File: src/logic/audioPkg.sv
// Shared widths, frame timing, register map and bus structs, imported by every audio RTL block
package audioPkg;

    localparam int NumVoices = 8;

    typedef logic signed [15:0] sample_t;
    typedef logic [31:0]        addr_t;
    typedef logic [23:0]        regData_t;
    typedef logic [3:0]         regSel_t;

    // Register map
    localparam regSel_t RegStart   = 4'd0;  // Byte address of first sample
    localparam regSel_t RegLength  = 4'd1;  // In samples
    localparam regSel_t RegControl = 4'd2;

    // Control register bits
    localparam int CtlPlay  = 0;
    localparam int CtlLoop  = 1;
    localparam int CtlMono  = 2;
    localparam int CtlRight = 3;

    localparam int SampleBytes = 2;

    // Frame timing in aclk cycles
    localparam int BitHalfCycles = 4;
    localparam int BitsPerWord   = 16;
    localparam int FrameCycles   = 2 * BitsPerWord * 2 * BitHalfCycles;

    typedef struct packed {
        logic                 strobe;
        logic [NumVoices-1:0] voiceMask;  // One bit per voice
        regSel_t              regSel;
        regData_t             regData;
    } regWrite_t;

    typedef struct packed {
        logic  playing;
        logic  mono;
        logic  right;
        addr_t nextAddr;  // Address of next fetch
    } voiceStatus_t;

    typedef enum logic [1:0] {
        IDLE,
        SCAN,
        ADDR,
        DATA
    } fetchState_t;

endpackage

File: src/logic/audioTiming.sv
// Frame timing generator, derives bit clock, word select and frame strobes from aclk by counting
`timescale 1ns/100ps

module audioTiming (
    input  logic i_aclk,
    input  logic i_aresetn,
    output logic o_bclk,
    output logic o_lrclk,
    output logic o_frameTick,
    output logic o_bitFall
);
    import audioPkg::*;

    logic [$clog2(FrameCycles)-1:0] cycleCount;

    // Free running across the whole frame
    always_ff @(posedge i_aclk) begin
        if (!i_aresetn) begin
            cycleCount  <= '0;
            o_frameTick <= 1'b0;
            o_bitFall   <= 1'b0;
        end else begin
            cycleCount <= cycleCount + 1'b1;

            // Both strobes line up with the counter wrap they predict
            o_frameTick <= (cycleCount == FrameCycles - 1);
            o_bitFall   <= (cycleCount[$clog2(BitHalfCycles):0] == '1);
        end
    end

    assign o_bclk  = cycleCount[$clog2(BitHalfCycles)];
    assign o_lrclk = cycleCount[$high(cycleCount)];  // Low for left half

endmodule

File: src/logic/audioChannel.sv
// One playback voice, holds its registers and play pointer, and buffers the fetched samples
`timescale 1ns/100ps

module audioChannel #(
    parameter int VoiceIndex = 0
) (
    input  logic                   i_aclk,
    input  logic                   i_aresetn,
    input  logic                   i_frameTick,
    input  audioPkg::regWrite_t    i_regWrite,
    input  logic                   i_sampleStrobe,
    input  audioPkg::sample_t      i_sample,
    output audioPkg::voiceStatus_t o_status,
    output audioPkg::sample_t      o_sample
);
    import audioPkg::*;

    regData_t startAddr;
    regData_t sampleCount;
    regData_t playPos;
    regData_t nextPos;
    logic     playing;
    logic     looping;
    logic     mono;
    logic     right;
    logic     gotSample;  // Fetch arrived this frame
    logic     regHit;
    sample_t  pending;
    sample_t  current;

    assign regHit  = i_regWrite.strobe && i_regWrite.voiceMask[VoiceIndex];
    assign nextPos = playPos + 1'b1;

    always_ff @(posedge i_aclk) begin
        if (!i_aresetn) begin
            playing   <= 1'b0;
            looping   <= 1'b0;
            mono      <= 1'b0;
            right     <= 1'b0;
            playPos   <= '0;
            gotSample <= 1'b0;
        end else begin
            if (i_sampleStrobe && playing) begin
                if (nextPos >= sampleCount) begin
                    playPos <= '0;
                    playing <= looping;  // One-shot stops after this sample
                end else begin
                    playPos <= nextPos;
                end
            end

            // CPU write overrides the pointer update
            if (regHit && i_regWrite.regSel == RegControl) begin
                playing <= i_regWrite.regData[CtlPlay];
                looping <= i_regWrite.regData[CtlLoop];
                mono    <= i_regWrite.regData[CtlMono];
                right   <= i_regWrite.regData[CtlRight];
                if (i_regWrite.regData[CtlPlay]) begin
                    playPos <= '0;
                end
            end

            if (i_frameTick) begin
                gotSample <= 1'b0;
            end else if (i_sampleStrobe) begin
                gotSample <= 1'b1;
            end
        end
    end

    always_ff @(posedge i_aclk) begin
        if (regHit && i_regWrite.regSel == RegStart) begin
            startAddr <= i_regWrite.regData;
        end
        if (regHit && i_regWrite.regSel == RegLength) begin
            sampleCount <= i_regWrite.regData;
        end
        if (i_sampleStrobe) begin
            pending <= i_sample;
        end
        if (i_frameTick) begin
            current <= gotSample ? pending : '0;  // Silent if nothing was fetched
        end
    end

    assign o_status = '{
        playing:  playing,
        mono:     mono,
        right:    right,
        nextAddr: addr_t'(startAddr) + addr_t'(playPos) * addr_t'(SampleBytes)
    };
    assign o_sample = current;

    // Fetcher only serves voices that were playing
    assert property (@(posedge i_aclk) disable iff (!i_aresetn) i_sampleStrobe |-> playing)
        else $error("Sample strobe for stopped voice %0d", VoiceIndex);

endmodule

File: src/logic/sampleFetcher.sv
// AXI4-Lite read master, fetches one sample per playing voice at the start of each frame
`timescale 1ns/100ps

module sampleFetcher (
    input  logic                          i_aclk,
    input  logic                          i_aresetn,
    input  logic                          i_frameTick,
    input  audioPkg::voiceStatus_t        i_status [audioPkg::NumVoices],
    output logic [audioPkg::NumVoices-1:0] o_sampleStrobe,
    output audioPkg::sample_t             o_sample,
    output audioPkg::addr_t               o_araddr,
    output logic [2:0]                    o_arprot,
    output logic                          o_arvalid,
    input  logic                          i_arready,
    input  audioPkg::sample_t             i_rdata,
    input  logic [1:0]                    i_rresp,  // Not checked, data taken as is
    input  logic                          i_rvalid,
    output logic                          o_rready
);
    import audioPkg::*;

    fetchState_t                  state;
    logic [NumVoices-1:0]         playMask;
    logic [NumVoices-1:0]         roundMask;  // Voices to serve this frame
    logic [$clog2(NumVoices)-1:0] voice;
    logic                         lastVoice;

    always_comb begin
        for (int v = 0; v < NumVoices; v++) begin
            playMask[v] = i_status[v].playing;
        end
    end

    assign lastVoice = (voice == NumVoices - 1);
    assign o_arprot  = '0;

    always_ff @(posedge i_aclk) begin
        if (!i_aresetn) begin
            state          <= IDLE;
            roundMask      <= '0;
            voice          <= '0;
            o_arvalid      <= 1'b0;
            o_rready       <= 1'b0;
            o_sampleStrobe <= '0;
        end else begin
            o_sampleStrobe <= '0;
            unique case (state)
                IDLE: begin
                    if (i_frameTick) begin
                        roundMask <= playMask;
                        voice     <= '0;
                        state     <= SCAN;
                    end
                end
                SCAN: begin
                    if (roundMask[voice]) begin
                        o_arvalid <= 1'b1;
                        state     <= ADDR;
                    end else if (lastVoice) begin
                        state <= IDLE;
                    end else begin
                        voice <= voice + 1'b1;
                    end
                end
                ADDR: begin
                    if (i_arready) begin
                        o_arvalid <= 1'b0;
                        o_rready  <= 1'b1;
                        state     <= DATA;
                    end
                end
                DATA: begin
                    if (i_rvalid) begin
                        o_rready              <= 1'b0;
                        o_sampleStrobe[voice] <= 1'b1;
                        if (lastVoice) begin
                            state <= IDLE;
                        end else begin
                            voice <= voice + 1'b1;
                            state <= SCAN;
                        end
                    end
                end
            endcase
        end
    end

    always_ff @(posedge i_aclk) begin
        if (state == SCAN && roundMask[voice]) begin
            o_araddr <= i_status[voice].nextAddr;
        end
        if (o_rready && i_rvalid) begin
            o_sample <= i_rdata;
        end
    end

    assert property (@(posedge i_aclk) disable iff (!i_aresetn)
        o_arvalid && !i_arready |=> o_arvalid && $stable(o_araddr))
        else $error("araddr changed while waiting for arready");

    // Whole round must fit in one frame
    assert property (@(posedge i_aclk) disable iff (!i_aresetn) i_frameTick |-> state == IDLE)
        else $error("Fetch round still busy at frame tick");

endmodule

File: src/logic/stereoMixer.sv
// Stereo mixer, pans the voice samples, sums and saturates each side once per frame
`timescale 1ns/100ps

module stereoMixer (
    input  logic                   i_aclk,
    input  logic                   i_aresetn,
    input  logic                   i_frameTick,
    input  audioPkg::voiceStatus_t i_status [audioPkg::NumVoices],
    input  audioPkg::sample_t      i_sample [audioPkg::NumVoices],
    output audioPkg::sample_t      o_left,
    output audioPkg::sample_t      o_right
);
    import audioPkg::*;

    typedef logic signed [$bits(sample_t)+$clog2(NumVoices)-1:0] mix_t;

    logic mixNow;  // Current samples settle one cycle after tick
    mix_t sumLeft;
    mix_t sumRight;

    function automatic sample_t saturate(input mix_t sum);
        if (sum > mix_t'(32767)) begin
            return 16'sh7fff;
        end
        if (sum < mix_t'(-32768)) begin
            return 16'sh8000;
        end
        return sample_t'(sum);
    endfunction

    always_comb begin
        sumLeft  = '0;
        sumRight = '0;
        for (int v = 0; v < NumVoices; v++) begin
            if (i_status[v].mono || !i_status[v].right) begin
                sumLeft = sumLeft + mix_t'(i_sample[v]);
            end
            if (i_status[v].mono || i_status[v].right) begin
                sumRight = sumRight + mix_t'(i_sample[v]);
            end
        end
    end

    always_ff @(posedge i_aclk) begin
        if (!i_aresetn) begin
            mixNow  <= 1'b0;
            o_left  <= '0;
            o_right <= '0;
        end else begin
            mixNow <= i_frameTick;
            if (mixNow) begin
                o_left  <= saturate(sumLeft);
                o_right <= saturate(sumRight);
            end
        end
    end

endmodule

File: src/logic/i2sTransmitter.sv
// I2S serializer, shifts the stereo pair out MSB first with the one-bit word select delay
`timescale 1ns/100ps

module i2sTransmitter (
    input  logic              i_aclk,
    input  logic              i_aresetn,
    input  logic              i_frameTick,
    input  logic              i_bitFall,
    input  audioPkg::sample_t i_left,
    input  audioPkg::sample_t i_right,
    output logic              o_dout
);
    import audioPkg::*;

    // Delay slot, then left word, then right word
    logic [2*BitsPerWord:0] shiftReg;

    always_ff @(posedge i_aclk) begin
        if (!i_aresetn) begin
            shiftReg <= '0;
        end else if (i_frameTick) begin
            // Right LSB of the old frame fills the delay slot
            shiftReg <= {shiftReg[2*BitsPerWord-1], i_left, i_right};
        end else if (i_bitFall) begin
            shiftReg <= {shiftReg[2*BitsPerWord-1:0], 1'b0};
        end
    end

    assign o_dout = shiftReg[2*BitsPerWord];

endmodule

File: src/logic/audioSystem.sv
// Top level of the eight-voice sample playback engine, CPU register bus in, AXI reads, I2S out
`timescale 1ns/100ps

module audioSystem (
    input  logic                i_aclk,
    input  logic                i_aresetn,

    input  audioPkg::regWrite_t i_regWrite,

    // AXI4-Lite read channels
    output audioPkg::addr_t     o_araddr,
    output logic [2:0]          o_arprot,
    output logic                o_arvalid,
    input  logic                i_arready,
    input  audioPkg::sample_t   i_rdata,
    input  logic [1:0]          i_rresp,
    input  logic                i_rvalid,
    output logic                o_rready,

    // I2S
    output logic                o_bclk,
    output logic                o_lrclk,
    output logic                o_dout
);
    import audioPkg::*;

    logic                 frameTick;
    logic                 bitFall;
    logic [NumVoices-1:0] sampleStrobe;
    sample_t              fetchedSample;
    voiceStatus_t         voiceStatus [NumVoices];
    sample_t              voiceSample [NumVoices];
    sample_t              mixLeft;
    sample_t              mixRight;

    audioTiming u_timing (
        .i_aclk      (i_aclk),
        .i_aresetn   (i_aresetn),
        .o_bclk      (o_bclk),
        .o_lrclk     (o_lrclk),
        .o_frameTick (frameTick),
        .o_bitFall   (bitFall)
    );

    for (genvar v = 0; v < NumVoices; v++) begin : gVoice
        audioChannel #(
            .VoiceIndex (v)
        ) u_channel (
            .i_aclk         (i_aclk),
            .i_aresetn      (i_aresetn),
            .i_frameTick    (frameTick),
            .i_regWrite     (i_regWrite),
            .i_sampleStrobe (sampleStrobe[v]),
            .i_sample       (fetchedSample),
            .o_status       (voiceStatus[v]),
            .o_sample       (voiceSample[v])
        );
    end

    sampleFetcher u_fetcher (
        .i_aclk         (i_aclk),
        .i_aresetn      (i_aresetn),
        .i_frameTick    (frameTick),
        .i_status       (voiceStatus),
        .o_sampleStrobe (sampleStrobe),
        .o_sample       (fetchedSample),
        .o_araddr       (o_araddr),
        .o_arprot       (o_arprot),
        .o_arvalid      (o_arvalid),
        .i_arready      (i_arready),
        .i_rdata        (i_rdata),
        .i_rresp        (i_rresp),
        .i_rvalid       (i_rvalid),
        .o_rready       (o_rready)
    );

    stereoMixer u_mixer (
        .i_aclk      (i_aclk),
        .i_aresetn   (i_aresetn),
        .i_frameTick (frameTick),
        .i_status    (voiceStatus),
        .i_sample    (voiceSample),
        .o_left      (mixLeft),
        .o_right     (mixRight)
    );

    i2sTransmitter u_i2s (
        .i_aclk      (i_aclk),
        .i_aresetn   (i_aresetn),
        .i_frameTick (frameTick),
        .i_bitFall   (bitFall),
        .i_left      (mixLeft),
        .i_right     (mixRight),
        .o_dout      (o_dout)
    );

endmodule

File: config.mk
export PLATFORM = sky130hd
export DESIGN_NAME = audioSystem
export DESIGN_NICKNAME = d
export VERILOG_FILES = /design/src/logic/audioPkg.sv /design/src/logic/audioTiming.sv /design/src/logic/audioChannel.sv /design/src/logic/sampleFetcher.sv /design/src/logic/stereoMixer.sv /design/src/logic/i2sTransmitter.sv /design/src/logic/audioSystem.sv
export SDC_FILE = /design/constraint.sdc
export NUM_CORES = 2
export LEC_CHECK = 0
export ABC_AREA = 1
export BUFFER_PORTS_ARGS = -buffer_cell sky130_fd_sc_hd__buf_2
export CAP_MARGIN = 20
export CORE_ASPECT_RATIO = 0.75
export CORE_MARGIN = 1
export CORE_UTILIZATION = 40
export CTS_CLUSTER_SIZE = 30
export DETAILED_ROUTE_END_ITERATION = 12
export PLACE_DENSITY_LB_ADDON = 0.25
export REMOVE_ABC_BUFFERS = 1
export SLEW_MARGIN = 30
export SYNTH_ARGS = -nofsm -noshare
export SYNTH_HDL_FRONTEND = slang
export SYNTH_HIERARCHICAL = 1
export SYNTH_SLANG_ARGS = --single-unit
File: constraint.sdc
create_clock -name i_aclk -period 12.85 [get_ports i_aclk]
set_clock_uncertainty 0.2 [all_clocks]
set_input_delay 2.57 -clock i_aclk [delete_from_list [all_inputs] [get_ports i_aclk]]
set_output_delay 2.57 -clock i_aclk [all_outputs]
set_load 0.1 [all_outputs]
==> key figures <==
Outcome
  • Status: finished clean

Yosys
  • Yosys Warn Count: 6
  • Sequential area share after synthesis: 36.1%
  • Synth top cells by count: 2,719 x nand2_1, 1,224 x inv_1, 852 x nor2_1
  • Area leader, netlist: edfxtp_1
  • Avg Cell Area, Syn: about 7.5 µm²
  • Gate count of the mapped netlist: ~10,000
  • Post-synth EDFFs: around 690
  • Yosys top cell area share: around 27%
  • Synth unique cells: 66
  • Main synth FF type: edfxtp_1
  • Ranking of synthesized cells by area: edfxtp_1 27%, nand2_1 14%, ha_1 11%, dfxtp_1 8.8%, inv_1 6.1%
  • Number of synthesized register bits: between 1,000 and 1,500
  • Async SR Flop Fraction: 0%
  • Most common cell in the netlist: nand2_1
  • Synthesized area: around 0.076 mm²

Die
  • Die W: between 500 and 600 µm
  • Die Span Y: about 380 µm
  • IO Count: 99
  • Site Rows: around 140
  • Initial Utilization: between 40% and 50%
  • DIE AREA: around 0.19 mm²
  • Core box area: between 0.15 and 0.2 mm²

Finish
  • Fin util: ~44%
  • # fillers: 18,900
  • Final instance area: around 0.08 mm²
  • Synth-to-layout area growth: 9.13%
  • Layout cells sized above 1: 8.16%
  • Nets: 10,800

Worst setup path
  • Crit path capture: u_mixer/o_left[4]
  • RR Startpoint: gVoice[0].u_channel/right
  • Crit-path most repeated cell: nand2_1
  • Worst setup path class: flop to flop
  • Slowest cell on crit path: fa_1
  • Crit path max fanout: 9
  • Worst reg2reg path endpoint: u_mixer/o_left[4]
  • WP data required: 13.32 ns
  • Critical Path End Type: flop
  • WP data arrival: 12.36 ns
  • FF-to-FF setup slack: between 0.9 and 1 ns
  • Reg2reg path depth: 62
  • CP peak stage delay: about 0.43 ns
  • Startpoint Class: flop
  • Crit path from: gVoice[0].u_channel/right

Clock tree
  • CTS Buf Count: 111
  • CTS Sinks: just over 1,000
  • Max Buffers Root-to-Sink: 3
  • Clk_lat worst skew: approximately 0.75 ns
  • CTS Root Buffer Type: clkbuf_16
  • H-Tree Depth: 3
  • Worst-path clk slew: 0.06 ns
  • TritonCTS clock tree: built

GRT
  • Overall Global Routing Usage: between 20% and 30%
  • Total gr overflow: 0
  • Largest net degree at the start of global routing: 76
  • Antenna violations before repair: 25
  • First-pass GRT wire length: between 300,000 and 400,000 µm
  • Vias in the first global route: around 63,000

Timing
  • Max Clk Rate: ~84 MHz
  • Final hold violation count: 0
  • Hold_ws: 0.264 ns
  • Crit share post-route: just over 90%
  • Setup violators final: 0
  • Slew margin rel.: between 30% and 40%
  • Least-Margin Pin Slew: between 1 and 1.5 ns
  • Tmin final: roughly 12 ns
  • Pins Over Slew Limit: 0
  • Setup TNS: 0 ns

Placement
  • Hpwl dp: about 200,000 µm
  • Placed Area: about 0.078 mm²
  • Final GP Congestion: around 1.0
  • I/O Buffers: 93

Pwr
  • PwrDens: around 97 mW/mm²
  • Pleak: about 38 nW
  • VDD IR-drop max: around 0.11 mV

Routing
  • TritonRoute pass-1 iters: 7
  • Initial drt markers: ~7,100
  • DRC viols: 0
  • Vias: 68,100
  • DR vias/cell: ~5.4
  • DRT antenna net count: 0
  • Routed len/inst: around 21 µm
  • Total routed wirelength: approximately 260,000 µm

Run
  • Max_cap viols: 0

Worst hold path
  • Hold WC Path Type: flop to flop
==> critical path, delay by kind of cell, from the launching register on <==
kind	cells	cell delay [ns]
AND/OR/NAND/NOR	29	4.37
AO/OA/AOI/OAI	13	2.52
flip-flops	1	0.37
adder cells (fa/ha/maj)	8	2.74
buffers and inverters	7	0.79
XOR/XNOR	5	0.79
==> per-stage QoR <==
step	worst slack (ns)	instances	total power, W
5_1_grt	-0.0216	12700	0.00824
6_report	0.959	12700	0.00796
3_3_place_gp	0.552	12500	0.00459
3_5_place_dp	0.623	12500	0.00460
2_1_floorplan	2.27	9791	0.00424
4_1_cts	0.566	12700	0.00800
==> sequential cells by signal, indices dropped and copies added, names as in the netlist, 16 cells and up, named ones only <==
register and flops:
gVoice.u_channel/playPos 192, gVoice.u_channel/sampleCount 192, gVoice.u_channel/startAddr 192, gVoice.u_channel/o_sample 128, gVoice.u_channel/pending 128, u_i2s/shiftReg 33, u_fetcher/o_araddr 32, u_fetcher/o_sample 16
u_mixer/o_left 16, u_mixer/o_right 16
==> where the power goes <==
part / internal, W / switching (W)
Sequential: 0.00351 / 0.0000165
Combinational: 0.000314 / 0.000727
Clock: 0.00196 / 0.00143
==> cell type report <==
cell class / count / area (µm²) / share of cell area [%]
tap: 2502 / 3130 / 3.80
antenna: 8 / 20.0 / 0.0243
clock buffer: 145 / 3090 / 3.74
sequential: 1019 / 27300 / 33.1
inverter: 1291 / 4850 / 5.88
timing repair buffer: 174 / 1110 / 1.35
clock inverter: 63 / 767 / 0.930
multi-input combinational: 7481 / 42200 / 51.2
==> layout by cell type, fill, tap and decap left out, types with 92 or more instances in the layout <==
master and instances:
a21oi_1 792, buf_4 92, clkbuf_16 112, dfxtp_1 323, edfxtp_1 688, ha_1 636, inv_1 1221, nand2_1 2718
nand3_1 553, nand4_1 198, nor2_1 838, o21ai_0 412, xnor2_1 155, xor2_1 215
==> metal layers <==
layer	global-route usage (%)	vias up	part of all wire, %
li1	-	33200	-
met1	39.8	32000	47
met2	40.7	2502	42
met3	3.20	337	7.7
met4	8.01	4	3.2
met5	0	-	0.013
==> kinds of logic after synthesis <==
kind of cell / Yosys count / synth area share, %
XOR/XNOR: 392 / 4.76
AND/OR/NAND/NOR: 4802 / 27.7
AO/OA/AOI/OAI: 1569 / 11.7
buffers and inverters: 1563 / 8.51
other: 9 / 0.0447
flip-flops: 1019 / 36.1
adder cells (fa/ha/maj): 658 / 11.1
multiplexers: 9 / 0.119
==> worst min-delay path by stage <==
stage | from | endpoint | slack (ns) | cells past startpoint
final | u_i2s/shiftReg[29] | u_i2s/shiftReg[29] | 0.26 | 2
after global routing | u_i2s/shiftReg[29] | u_i2s/shiftReg[29] | 0.28 | 2
after CTS | u_fetcher/roundMask[5] | u_fetcher/roundMask[5] | 0.26 | 2
after detailed placement | u_fetcher/roundMask[5] | u_fetcher/roundMask[5] | 0.26 | 2
after global placement | u_fetcher/roundMask[5] | u_fetcher/roundMask[5] | 0.24 | 2
after floorplan | u_fetcher/roundMask[5] | u_fetcher/roundMask[5] | 0.23 | 2
==> repair_timing <==
action / CTS / global route
setup endpoints to repair: 0 / 32
gates resized for setup: 0 / 37
setup buffers: 0 / 6
hold buffers: 0 / 0
(Power assumes the default switching activity.)
